## src/logic/cpu_pkg.sv

```systemverilog
package cpu_pkg;

	// machine word, also used for addresses
	typedef logic [15:0] word_t;
	typedef logic [2:0]  reg_addr_t;
	// instruction bits 15 to 12
	typedef logic [3:0]  opcode_t;
	typedef logic        alu_op_t;
	// which value a stage writes back
	typedef logic [1:0]  res_sel_t;

	localparam opcode_t OP_ADD = 4'b0000;
	localparam opcode_t OP_ADI = 4'b0001;
	localparam opcode_t OP_NDU = 4'b0010;
	localparam opcode_t OP_LHI = 4'b0011;
	localparam opcode_t OP_LW  = 4'b0100;
	localparam opcode_t OP_SW  = 4'b0101;
	localparam opcode_t OP_NOP = 4'b0111;
	localparam opcode_t OP_BEQ = 4'b1000;
	localparam opcode_t OP_JAL = 4'b1001;

	// bubble word placed in IF/ID on a redirect
	localparam word_t NOP_INSTR = 16'h7000;

	localparam alu_op_t ALU_ADD  = 1'b0;
	localparam alu_op_t ALU_NAND = 1'b1;

	localparam res_sel_t RES_ALU  = 2'd0;
	localparam res_sel_t RES_LHI  = 2'd1;
	localparam res_sel_t RES_LINK = 2'd2;

	typedef struct packed {
		logic     reg_we;
		logic     mem_we;
		logic     mem_to_reg;
		logic     use_imm;
		alu_op_t  alu_op;
		res_sel_t res_sel;
		logic     is_beq;
	} ctrl_t;

	typedef struct packed {
		word_t pc;
		word_t instr;
		logic  valid;
	} if_id_t;

	typedef struct packed {
		word_t     pc;
		ctrl_t     ctrl;
		word_t     rd1;
		word_t     rd2;
		reg_addr_t rs1;
		reg_addr_t rs2;
		reg_addr_t dest;
		// zero-extended imm6, or the shifted imm9 for LHI
		word_t     imm;
		// sign-extended imm6 for BEQ
		word_t     offset;
		logic      valid;
	} id_ex_t;

	typedef struct packed {
		ctrl_t     ctrl;
		reg_addr_t dest;
		word_t     result;
		word_t     store_data;
		logic      valid;
	} ex_mem_t;

	typedef struct packed {
		logic      we;
		reg_addr_t addr;
		word_t     data;
	} wb_t;

endpackage

```

## src/logic/fetch_stage.sv

```systemverilog
`timescale 1ns/10ps

module fetch_stage
	import cpu_pkg::*;
#(
	parameter word_t RESET_PC = 16'h0000
) (
	input  logic   clk,
	input  logic   rst_n,
	output word_t  imem_addr,
	input  word_t  imem_data,
	input  logic   stall,
	input  logic   jal_redirect,
	input  logic   branch_redirect,
	input  word_t  jal_target,
	input  word_t  branch_target,
	output if_id_t if_id
);

	word_t pc;
	word_t pc_next;

	// instruction memory answers in the same cycle
	assign imem_addr = pc;

	// branch sits in execute, older than the jal in decode, so it wins
	always_comb begin
		if (branch_redirect) begin
			pc_next = branch_target;
		end else if (jal_redirect) begin
			pc_next = jal_target;
		end else if (stall) begin
			pc_next = pc;
		end else begin
			pc_next = pc + 16'd1;
		end
	end

	always_ff @(posedge clk or negedge rst_n) begin
		if (!rst_n) begin
			pc <= RESET_PC;
		end else begin
			pc <= pc_next;
		end
	end

	// any redirect discards the word fetched this cycle
	always_ff @(posedge clk or negedge rst_n) begin
		if (!rst_n) begin
			if_id <= '{pc: RESET_PC, instr: NOP_INSTR, valid: 1'b0};
		end else if (branch_redirect || jal_redirect) begin
			if_id <= '{pc: pc, instr: NOP_INSTR, valid: 1'b0};
		end else if (!stall) begin
			if_id <= '{pc: pc, instr: imem_data, valid: 1'b1};
		end
	end

endmodule

```

## src/logic/register_file.sv

```systemverilog
`timescale 1ns/10ps

module register_file
	import cpu_pkg::*;
(
	input  logic      clk,
	input  logic      rst_n,
	input  reg_addr_t raddr1,
	input  reg_addr_t raddr2,
	output word_t     rdata1,
	output word_t     rdata2,
	input  wb_t       wb
);

	// r0 to r7, all general purpose
	word_t regs [8];

	always_ff @(posedge clk or negedge rst_n) begin
		if (!rst_n) begin
			for (int i = 0; i < 8; i++) begin
				regs[i] <= '0;
			end
		end else if (wb.we) begin
			regs[wb.addr] <= wb.data;
		end
	end

	// write-through so decode sees a write landing this same cycle
	assign rdata1 = (wb.we && (wb.addr == raddr1)) ? wb.data : regs[raddr1];
	assign rdata2 = (wb.we && (wb.addr == raddr2)) ? wb.data : regs[raddr2];

endmodule

```

## src/logic/decode_stage.sv

```systemverilog
`timescale 1ns/10ps

module decode_stage
	import cpu_pkg::*;
(
	input  logic      clk,
	input  logic      rst_n,
	input  if_id_t    if_id,
	output reg_addr_t raddr1,
	output reg_addr_t raddr2,
	input  word_t     rdata1,
	input  word_t     rdata2,
	input  logic      ex_flush,
	output logic      stall,
	output logic      jal_redirect,
	output word_t     jal_target,
	output id_ex_t    id_ex
);

	opcode_t   opcode;
	ctrl_t     ctrl;
	logic      use_rs1;
	logic      use_rs2;
	reg_addr_t dest;
	word_t     imm;
	word_t     offset;
	logic      load_use;
	id_ex_t    id_ex_d;

	assign opcode = if_id.instr[15:12];

	// control decode, unknown opcodes fall through as nop
	always_comb begin
		ctrl         = '0;
		ctrl.alu_op  = ALU_ADD;
		ctrl.res_sel = RES_ALU;
		use_rs1      = 1'b0;
		use_rs2      = 1'b0;
		// rA is the destination unless the format says otherwise
		dest         = if_id.instr[11:9];
		case (opcode)
			OP_ADD, OP_NDU: begin
				ctrl.reg_we = 1'b1;
				ctrl.alu_op = (opcode == OP_NDU) ? ALU_NAND : ALU_ADD;
				use_rs1     = 1'b1;
				use_rs2     = 1'b1;
				dest        = if_id.instr[5:3];
			end
			OP_ADI: begin
				ctrl.reg_we  = 1'b1;
				ctrl.use_imm = 1'b1;
				use_rs1      = 1'b1;
				dest         = if_id.instr[8:6];
			end
			OP_LHI: begin
				ctrl.reg_we  = 1'b1;
				ctrl.res_sel = RES_LHI;
			end
			OP_LW: begin
				ctrl.reg_we     = 1'b1;
				ctrl.mem_to_reg = 1'b1;
				ctrl.use_imm    = 1'b1;
				use_rs1         = 1'b1;
			end
			OP_SW: begin
				ctrl.mem_we  = 1'b1;
				ctrl.use_imm = 1'b1;
				use_rs1      = 1'b1;
				use_rs2      = 1'b1;
			end
			OP_BEQ: begin
				ctrl.is_beq = 1'b1;
				use_rs1     = 1'b1;
				use_rs2     = 1'b1;
			end
			OP_JAL: begin
				ctrl.reg_we  = 1'b1;
				ctrl.res_sel = RES_LINK;
			end
			OP_NOP: begin
			end
			default: begin
			end
		endcase
	end

	// loads and stores take rB as the base, a store sends rA as data
	assign raddr1 = (opcode == OP_LW || opcode == OP_SW) ? if_id.instr[8:6] : if_id.instr[11:9];
	assign raddr2 = (opcode == OP_SW) ? if_id.instr[11:9] : if_id.instr[8:6];

	// lhi carries its shifted value down the pipe in the immediate
	assign imm    = (opcode == OP_LHI) ? {if_id.instr[8:0], 7'b0} : {10'b0, if_id.instr[5:0]};
	assign offset = {{10{if_id.instr[5]}}, if_id.instr[5:0]};

	// jal resolves here, one bubble
	assign jal_target   = if_id.pc + {{7{if_id.instr[8]}}, if_id.instr[8:0]};
	assign jal_redirect = if_id.valid && (opcode == OP_JAL) && !ex_flush;

	// load result is not ready until MEM/WB, hold one cycle
	assign load_use = id_ex.valid && id_ex.ctrl.mem_to_reg &&
		((use_rs1 && (raddr1 == id_ex.dest)) || (use_rs2 && (raddr2 == id_ex.dest)));
	assign stall = if_id.valid && load_use;

	always_comb begin
		id_ex_d.pc     = if_id.pc;
		id_ex_d.ctrl   = ctrl;
		id_ex_d.rd1    = rdata1;
		id_ex_d.rd2    = rdata2;
		id_ex_d.rs1    = raddr1;
		id_ex_d.rs2    = raddr2;
		id_ex_d.dest   = dest;
		id_ex_d.imm    = imm;
		id_ex_d.offset = offset;
		// bubble on stall or when a taken beq flushes this slot
		id_ex_d.valid  = if_id.valid && !stall && !ex_flush;
	end

	always_ff @(posedge clk or negedge rst_n) begin
		if (!rst_n) begin
			id_ex <= '0;
		end else begin
			id_ex <= id_ex_d;
		end
	end

endmodule

```

## src/logic/execute_stage.sv

```systemverilog
`timescale 1ns/10ps

module execute_stage
	import cpu_pkg::*;
(
	input  logic    clk,
	input  logic    rst_n,
	input  id_ex_t  id_ex,
	input  wb_t     wb,
	output logic    branch_redirect,
	output logic    ex_flush,
	output word_t   branch_target,
	output ex_mem_t ex_mem
);

	word_t   op_a;
	word_t   op_b;
	word_t   alu_b;
	word_t   alu_out;
	word_t   result;
	logic    taken;
	ex_mem_t ex_mem_d;

	// newest producer wins, EX/MEM before MEM/WB
	function automatic word_t forward(input reg_addr_t rs, input word_t rd);
		word_t val;
		if (ex_mem.valid && ex_mem.ctrl.reg_we && (ex_mem.dest == rs)) begin
			val = ex_mem.result;
		end else if (wb.we && (wb.addr == rs)) begin
			val = wb.data;
		end else begin
			val = rd;
		end
		return val;
	endfunction

	always_comb begin
		op_a = forward(id_ex.rs1, id_ex.rd1);
		op_b = forward(id_ex.rs2, id_ex.rd2);
	end

	// second operand is the immediate for adi, lw and sw
	assign alu_b = id_ex.ctrl.use_imm ? id_ex.imm : op_b;

	always_comb begin
		if (id_ex.ctrl.alu_op == ALU_NAND) begin
			alu_out = ~(op_a & alu_b);
		end else begin
			alu_out = op_a + alu_b;
		end
	end

	// lw and sw leave the address in result
	always_comb begin
		case (id_ex.ctrl.res_sel)
			RES_LHI:  result = id_ex.imm;
			RES_LINK: result = id_ex.pc + 16'd1;
			default:  result = alu_out;
		endcase
	end

	// predicted not taken, so only a taken beq redirects
	assign taken           = id_ex.valid && id_ex.ctrl.is_beq && (op_a == op_b);
	assign branch_redirect = taken;
	assign branch_target   = id_ex.pc + id_ex.offset;
	// kills the instruction now in decode
	assign ex_flush        = taken;

	always_comb begin
		ex_mem_d.ctrl       = id_ex.ctrl;
		ex_mem_d.dest       = id_ex.dest;
		ex_mem_d.result     = result;
		// forwarded rA for sw
		ex_mem_d.store_data = op_b;
		ex_mem_d.valid      = id_ex.valid;
	end

	always_ff @(posedge clk or negedge rst_n) begin
		if (!rst_n) begin
			ex_mem <= '0;
		end else begin
			ex_mem <= ex_mem_d;
		end
	end

endmodule

```

## src/logic/memory_stage.sv

```systemverilog
`timescale 1ns/10ps

module memory_stage
	import cpu_pkg::*;
(
	input  logic    clk,
	input  logic    rst_n,
	input  ex_mem_t ex_mem,
	output word_t   dmem_addr,
	output word_t   dmem_wdata,
	output logic    dmem_we,
	input  word_t   dmem_rdata,
	output wb_t     wb
);

	word_t wb_data_d;
	logic  wb_we_d;

	// data memory reads combinationally, writes on the edge
	assign dmem_addr  = ex_mem.result;
	assign dmem_wdata = ex_mem.store_data;
	// bubbles never reach memory
	assign dmem_we    = ex_mem.valid && ex_mem.ctrl.mem_we;

	// loads take memory data, everything else the execute result
	assign wb_data_d = ex_mem.ctrl.mem_to_reg ? dmem_rdata : ex_mem.result;
	assign wb_we_d   = ex_mem.valid && ex_mem.ctrl.reg_we;

	// MEM/WB, also the retire port and the forwarding source
	always_ff @(posedge clk or negedge rst_n) begin
		if (!rst_n) begin
			wb <= '0;
		end else begin
			wb <= '{we: wb_we_d, addr: ex_mem.dest, data: wb_data_d};
		end
	end

endmodule

```

## src/logic/pipelined_processor.sv

```systemverilog
`timescale 1ns/10ps

module pipelined_processor
	import cpu_pkg::*;
#(
	parameter word_t RESET_PC = 16'h0000
) (
	input  logic      clk,
	input  logic      rst_n,
	output word_t     imem_addr,
	input  word_t     imem_data,
	output word_t     dmem_addr,
	output word_t     dmem_wdata,
	output logic      dmem_we,
	input  word_t     dmem_rdata,
	output logic      wb_valid,
	output reg_addr_t wb_addr,
	output word_t     wb_data
);

	if_id_t    if_id;
	id_ex_t    id_ex;
	ex_mem_t   ex_mem;
	wb_t       wb;
	reg_addr_t raddr1;
	reg_addr_t raddr2;
	word_t     rdata1;
	word_t     rdata2;
	logic      stall;
	logic      jal_redirect;
	logic      branch_redirect;
	logic      ex_flush;
	word_t     jal_target;
	word_t     branch_target;

	fetch_stage #(.RESET_PC(RESET_PC)) u_fetch (
		.clk, .rst_n, .imem_addr, .imem_data, .stall, .jal_redirect,
		.branch_redirect, .jal_target, .branch_target, .if_id
	);

	decode_stage u_decode (
		.clk, .rst_n, .if_id, .raddr1, .raddr2, .rdata1, .rdata2,
		.ex_flush, .stall, .jal_redirect, .jal_target, .id_ex
	);

	// reads from decode, writes from MEM/WB
	register_file u_regs (.clk, .rst_n, .raddr1, .raddr2, .rdata1, .rdata2, .wb);

	execute_stage u_execute (
		.clk, .rst_n, .id_ex, .wb, .branch_redirect, .ex_flush, .branch_target, .ex_mem
	);

	memory_stage u_memory (
		.clk, .rst_n, .ex_mem, .dmem_addr, .dmem_wdata, .dmem_we, .dmem_rdata, .wb
	);

	// retired register writes
	assign wb_valid = wb.we;
	assign wb_addr  = wb.addr;
	assign wb_data  = wb.data;

endmodule

```

## config.mk

```make
export PLATFORM = sky130hd
export DESIGN_NAME = pipelined_processor
export DESIGN_NICKNAME = d
export VERILOG_FILES = /design/src/logic/cpu_pkg.sv /design/src/logic/fetch_stage.sv /design/src/logic/register_file.sv /design/src/logic/decode_stage.sv /design/src/logic/execute_stage.sv /design/src/logic/memory_stage.sv /design/src/logic/pipelined_processor.sv
export SDC_FILE = /design/constraint.sdc
export NUM_CORES = 1
export LEC_CHECK = 0
export BUFFER_PORTS_ARGS = -buffer_cell sky130_fd_sc_hd__buf_2
export CAP_MARGIN = 20
export CORE_MARGIN = 1
export CORE_UTILIZATION = 40
export DETAILED_ROUTE_END_ITERATION = 12
export PLACE_DENSITY_LB_ADDON = 0.3
export SLEW_MARGIN = 25
export SYNTH_ARGS = -nofsm -noshare
export SYNTH_HDL_FRONTEND = slang
export SYNTH_HIERARCHICAL = 1
export SYNTH_SLANG_ARGS = --single-unit
export TNS_END_PERCENT = 50
```

## constraint.sdc

```tcl
create_clock -name clk -period 5.58 [get_ports clk]
set_input_delay 0.279 -clock clk [delete_from_list [all_inputs] [get_ports clk]]
set_output_delay 0.279 -clock clk [all_outputs]
set_load 0.05 [all_outputs]
```

# Yosys cells after proc, flatten, opt, wreduce, memory -nomap -nowiden
# Cells that the tools add are included.
dict set report op_classes {
  muxes 38
  addsub 5
  n_lt_le_gt_ge 4
  n_bitwise 5
  n_reduce_logical 31
  n_eq_ne 20
}
# op count
set op_table {}
lappend op_table {{2-to-1 mux 16 bit} 18}
lappend op_table {{bitwise mux 128 bit} 1}
lappend op_table {{binary-select mux 16 bit (select 3 bit)} 2}
lappend op_table {{2-to-1 mux 33 bit} 2}
lappend op_table {{adder 16 bit} 3}
lappend op_table {{demux 16 bit (select 3 bit)} 1}
lappend op_table {{adder 16 x 1 -> 16 bit (second input constant)} 2}
lappend op_table {{one-hot mux 16 bit (2 select lines)} 1}
lappend op_table {{== test 3 bit} 8}
lappend op_table {{logical AND 1 bit} 20}
lappend op_table {{bitwise AND 16 bit} 1}
lappend op_table {{== test 16 bit} 1}
lappend op_table {{inverter 16 bit} 1}
lappend op_table {{greater-or-equal comparator 4 bit (second input constant)} 3}
lappend op_table {{inverter 3 -> 4 bit} 3}
lappend op_table {{OR reduction 6 bit} 2}
lappend op_table {{2-to-1 mux 1 bit} 9}
lappend op_table {{== test 4 x 2 -> 1 bit (second input constant)} 2}
lappend op_table {{== test 4 x 3 -> 1 bit (second input constant)} 2}
lappend op_table {{== test 4 bit (second input constant)} 2}
lappend op_table {{2-to-1 mux 3 bit} 2}
lappend op_table {{one-hot mux 3 bit (2 select lines)} 1}
lappend op_table {{== test 4 x 1 -> 1 bit (second input constant)} 1}
lappend op_table {{zero test 4 bit} 1}
lappend op_table {{other kinds (11)} 14}
dict set report word_totals {
  register_bits 324
  output_inout_bits 69
  elab_cells 141
}

# Logic depth before layout (Yosys ltp)
dict set report logic_depth {
  depth_word 11
  depth_mapped 17
}

# Hierarchy
# Netlist, hierarchy kept.
# module seq_area_each_um2 instances area_per_inst_um2 cells_each
set by_module_without_submodules {}
lappend by_module_without_submodules {register_file 3203.1 1 7508.5 452}
lappend by_module_without_submodules {execute_stage 1101.1 1 4342.9 513}
lappend by_module_without_submodules {decode_stage 2177.1 1 3528.4 269}
lappend by_module_without_submodules {fetch_stage 1229.9 1 2422.3 223}
lappend by_module_without_submodules {memory_stage 500.5 1 1002.2 72}

# Least setup slack after synthesis
# Ideal clock, no wire load.
dict set report synth_path {
  path_type {register to register}
  start {register u_memory/wb[17] (netlist name)}
  end {register u_fetch/if_id[19] (netlist name)}
  path_buffers 3
  slack_ns 1.398
  required_time_ns 5.455
  setup_time_ns 0.125
  t_arrival_ns 4.057
  stages_incl_launch_ff 16
  path_cell_list {dfrtp_1 -> xnor2_1 -> nand4_2 -> buf_2 -> mux2i_1 -> o21ai_0 -> xnor2_1 -> nand4_1 -> or4_1 -> nor4_2 -> buf_4 -> nor3b_1 -> nor2_2 -> nand2_1 -> buf_2 -> mux2_2}
}
dict set report synth_between {
  elab_chain_len 10
  elab_cells_between_ends 15
}
# element line
set synth_lines {}
lappend synth_lines {{== test 3 bit} execute_stage.sv:29} ;# end else if (wb.we && (wb.addr == rs)) begin
lappend synth_lines {{logical AND 1 bit} execute_stage.sv:29}
lappend synth_lines {{2-to-1 mux 16 bit} execute_stage.sv:29}
lappend synth_lines {{2-to-1 mux 16 bit} execute_stage.sv:27} ;# if (ex_mem.valid && ex_mem.ctrl.reg_we && (ex_mem.dest == rs)) begin
lappend synth_lines {{== test 16 bit (*)} execute_stage.sv:63} ;# assign taken = id_ex.valid && id_ex.ctrl.is_beq && (op_a == op_b);
lappend synth_lines {{logical AND 1 bit (*)} execute_stage.sv:63}
lappend synth_lines {{via branch_redirect} pipelined_processor.sv:31} ;# logic branch_redirect;
lappend synth_lines {{zero test 1 bit (*)} decode_stage.sv:97} ;# assign jal_redirect = if_id.valid && (opcode == OP_JAL) && !ex_flush;
lappend synth_lines {{logical AND 1 bit (*)} decode_stage.sv:97}
lappend synth_lines {{via jal_redirect} pipelined_processor.sv:30} ;# logic jal_redirect;
lappend synth_lines {{logical OR 1 bit (*)} fetch_stage.sv:51} ;# end else if (branch_redirect || jal_redirect) begin
lappend synth_lines {{inequality test 2 bit (no line) or 2-to-1 mux 33 bit (tied branches)} --}
# Mark *: on every way through the listed nets, which the timed path passes. The rest lies on a longest branch.
# A chain may end at the register's enable or synchronous reset.

# Worst setup path in the final report
dict set report layout_path {
  start {register u_memory/wb[16] (netlist name)}
  end {register u_fetch.pc[14] (netlist: u_fetch/imem_addr[14])}
}
dict set report layout_between {
  elab_chain_len 10
  elab_cells_between_ends 15
}
# element line
set layout_lines {}
lappend layout_lines {{== test 3 bit} execute_stage.sv:29}
lappend layout_lines {{logical AND 1 bit} execute_stage.sv:29}
lappend layout_lines {{2-to-1 mux 16 bit} execute_stage.sv:29}
lappend layout_lines {{2-to-1 mux 16 bit} execute_stage.sv:27}
lappend layout_lines {{== test 16 bit (*)} execute_stage.sv:63}
lappend layout_lines {{logical AND 1 bit (*)} execute_stage.sv:63}
lappend layout_lines {{via branch_redirect} pipelined_processor.sv:31}
lappend layout_lines {{zero test 1 bit (*)} decode_stage.sv:97}
lappend layout_lines {{logical AND 1 bit (*)} decode_stage.sv:97}
lappend layout_lines {{via jal_redirect} pipelined_processor.sv:30}
lappend layout_lines {{2-to-1 mux 16 bit} fetch_stage.sv:30} ;# end else if (jal_redirect) begin
lappend layout_lines {{2-to-1 mux 16 bit} fetch_stage.sv:28} ;# if (branch_redirect) begin
lappend layout_lines {{end signal: assignment} fetch_stage.sv:43} ;# pc <= pc_next;
lappend layout_lines {{end: declaration} fetch_stage.sv:20} ;# word_t pc;
# Marked as above.

==> results.json <==
{
  "numCtsBuffers": 38,
  "top_usage_layer": "met2",
  "crit_chain": "xnor2_1, nand4_2, mux2_2, mux2i_1, xor2_1, nand4_1, or4_1, nor4_4, nor3b_2, buf_4, or2_2, nor4_1, a21oi_1, nand2_1",
  "p_switching_uw": 5112,
  "first_global_vias": 12550,
  "crit_required_ns": 6.07,
  "clock_path_buffers": 3,
  "clock_sink_count": 323,
  "cts_tree": "built",
  "port_buffers": 102,
  "slew_headroom": 0.3811,
  "drt_iter0_markers": 979,
  "cts_root_buffer": "clkbuf_16",
  "period_share": 0.8915,
  "fin_nets": 1672,
  "grt_use_met2": 0.3241,
  "ir_drop_uv": 577.9,
  "tightest_slew_ns": 0.9284,
  "drtAntennaViolNets": 0,
  "clkPwrFrac": 0.193,
  "drv_cap": 0,
  "fp.dieH_um": 218.1,
  "mostFrequentLayoutCells": "dfrtp_1, mux2_2, buf_2, nand2_1, xnor2_1",
  "synth_cells": 1524,
  "total_power_uw": 12270,
  "hold_viol": 0,
  "crit_type": "register to register",
  "grtUsageMet1": 0.3077,
  "setup_viol": 0,
  "area_growth_pct": 11.33,
  "design_area_mm2": 0.02080,
  "wire_per_inst_um": 22.38,
  "hold_class": "primary input to asynchronous set/reset pin",
  "grt_max_degree": 107,
  "start_kind": "register",
  "row_count": 78,
  "status": "finished, final reports clean",
  "grt_pass1_wl_um": 76110,
  "start_util": 0.4090,
  "syn_nets": 1611,
  "power_density_mw_per_mm2": 589.8,
  "critPathCaptureType": "register",
  "drv_slew": 0,
  "post_dp_cell_area_mm2": 0.01929,
  "ios": 103,
  "cts.clk_slew.worst_paths_ns": 0.06,
  "overflow": 0,
  "final.setup.tns_ns": 0,
  "die_area_mm2": 0.04757,
  "via_per_inst": 5.678,
  "mostFrequentLayoutCell": "dfrtp_1",
  "gp_congestion": 0.9059,
  "ctsResizeCount": 0,
  "critical-path-max-stage-delay_ns": 0.65,
  "n_antenna_cell": 0,
  "p_int_uw": 7153,
  "grtUsageMet3": 0.03452,
  "crit_family": "simple AND/OR/NAND/NOR gates",
  "crit_arrival_ns": 5.46,
  "drt-pass1-iter-count": 5,
  "wl_um": 49480,
  "rsz0062_at_grt": "no",
  "dp_hpwl_um": 33820,
  "drive_gt1_frac": 0.2942,
  "avgSynthCellArea_um2": 12.26,
  "syn_area_mm2": 0.01868,
  "path_buf_inv": 1,
  "clk_latency_ns": 0.56,
  "fillers": 4131,
  "critPathSlowestCell": "dfrtp_1",
  "coreArea_mm2": 0.04567,
  "ff2ff_setup_slack_ns": 0.61,
  "p_leak_uw": 0.009262,
  "final.min_clock_period_ns": 4.974,
  "vias": 12550,
  "max_freq_ghz": 0.2010,
  "ys_warn_count": 6,
  "seqPwrFrac": 0.358,
  "drc": 0,
  "clock_skew_ns": 0.02632,
  "antenna_found_initial": 0,
  "die_w_um": 218.1,
  "switching_share": 0.4168,
  "cts_max_level": 2,
  "grt_use_total": 0.2109,
  "crit_fanout": 24,
  "p_comb_frac": 0.449
}
flip-flops by register name, summed over array words and instances (netlist names):
register and flops:
u_decode/id_ex 87, u_execute/ex_mem 39, u_fetch/if_id 33, u_fetch/imem_addr 16, u_memory/wb 20, u_regs/regs 128
final cells by class:
| type | count | area [µm²] | area share |
|---|---|---|---|
| clock buffers | 54 | 1071 | 0.05150 |
| clock inverters | 12 | 98.84 | 0.004753 |
| inverters | 38 | 142.6 | 0.006859 |
| multi-input cells | 1023 | 9595 | 0.4614 |
| flip-flops and latches | 323 | 8088 | 0.3889 |
| well taps | 600 | 750.7 | 0.03610 |
| repair buffers | 161 | 1050 | 0.05048 |
what timing repair did:
action | in CTS | in global routing
setup buffers | 0 | 0
hold buffers | 33 | 0
endpoints found under the hold margin | 135 | 0
layer usage:
layer  wire length (µm)  share of wire  up-vias
li1                   -              -     5710
met4               1049          0.021        0
met3               2766          0.056       65
met2              22280           0.45      404
met5                  0              0        -
met1              23380           0.47     6374
per-stage QoR:
step                      hold slack, ns    util  worst slack [ns]  std cells
after global routing              0.3680  0.4553            0.2185       2211
after global placement            0.3338  0.4223            0.8451       2112
final                             0.3415  0.4553            0.6056       2211
after CTS                         0.3491  0.4552            0.6800       2211
after detailed placement          0.3358  0.4223            0.6977       2112
after floorplan                 -0.01659       -             1.398       1524
path summary, 6_finish.rpt:
check	start	endpoint	cells past startpoint
worst max-delay path	u_memory/wb[16]$_DFF_PN0_	u_fetch/imem_addr[14]$_DFFE_PN0P_	14
worst min register to register	u_decode/id_ex[81]$_DFF_PN0_	u_execute/ex_mem[43]$_DFF_PN0_	0
worst max register to register	u_memory/wb[16]$_DFF_PN0_	u_fetch/imem_addr[14]$_DFFE_PN0P_	14
min in group clk	u_decode/id_ex[81]$_DFF_PN0_	u_execute/ex_mem[43]$_DFF_PN0_	0
max in group asynchronous	rst_n	u_regs/regs[111]$_DFFE_PN0P_	3
worst min-delay path	rst_n	u_execute/ex_mem[5]$_DFF_PN0_	2
power groups by stage:
stage          logic [µW]  registers (µW)  clock network, µW
5_1_grt              5900            4540               2520
3_5_place_dp         5410            4440                  0
6_report             5500            4390               2370
2_1_floorplan        4180            4240                  0
3_3_place_gp         5360            4380                  0
4_1_cts              5460            4400               2430
worst register-to-register path, stage by stage, from the launching register on:
cell	delay [ns]
dfrtp_1	0.65
xnor2_1	0.20
nand4_2	0.60
mux2_2	0.52
mux2i_1	0.27
xor2_1	0.25
nand4_1	0.11
or4_1	0.59
nor4_4	0.34
nor3b_2	0.12
buf_4	0.24
or2_2	0.51
nor4_1	0.33
a21oi_1	0.11
nand2_1	0.08
No activity file was read; power rests on OpenSTA's default activity.
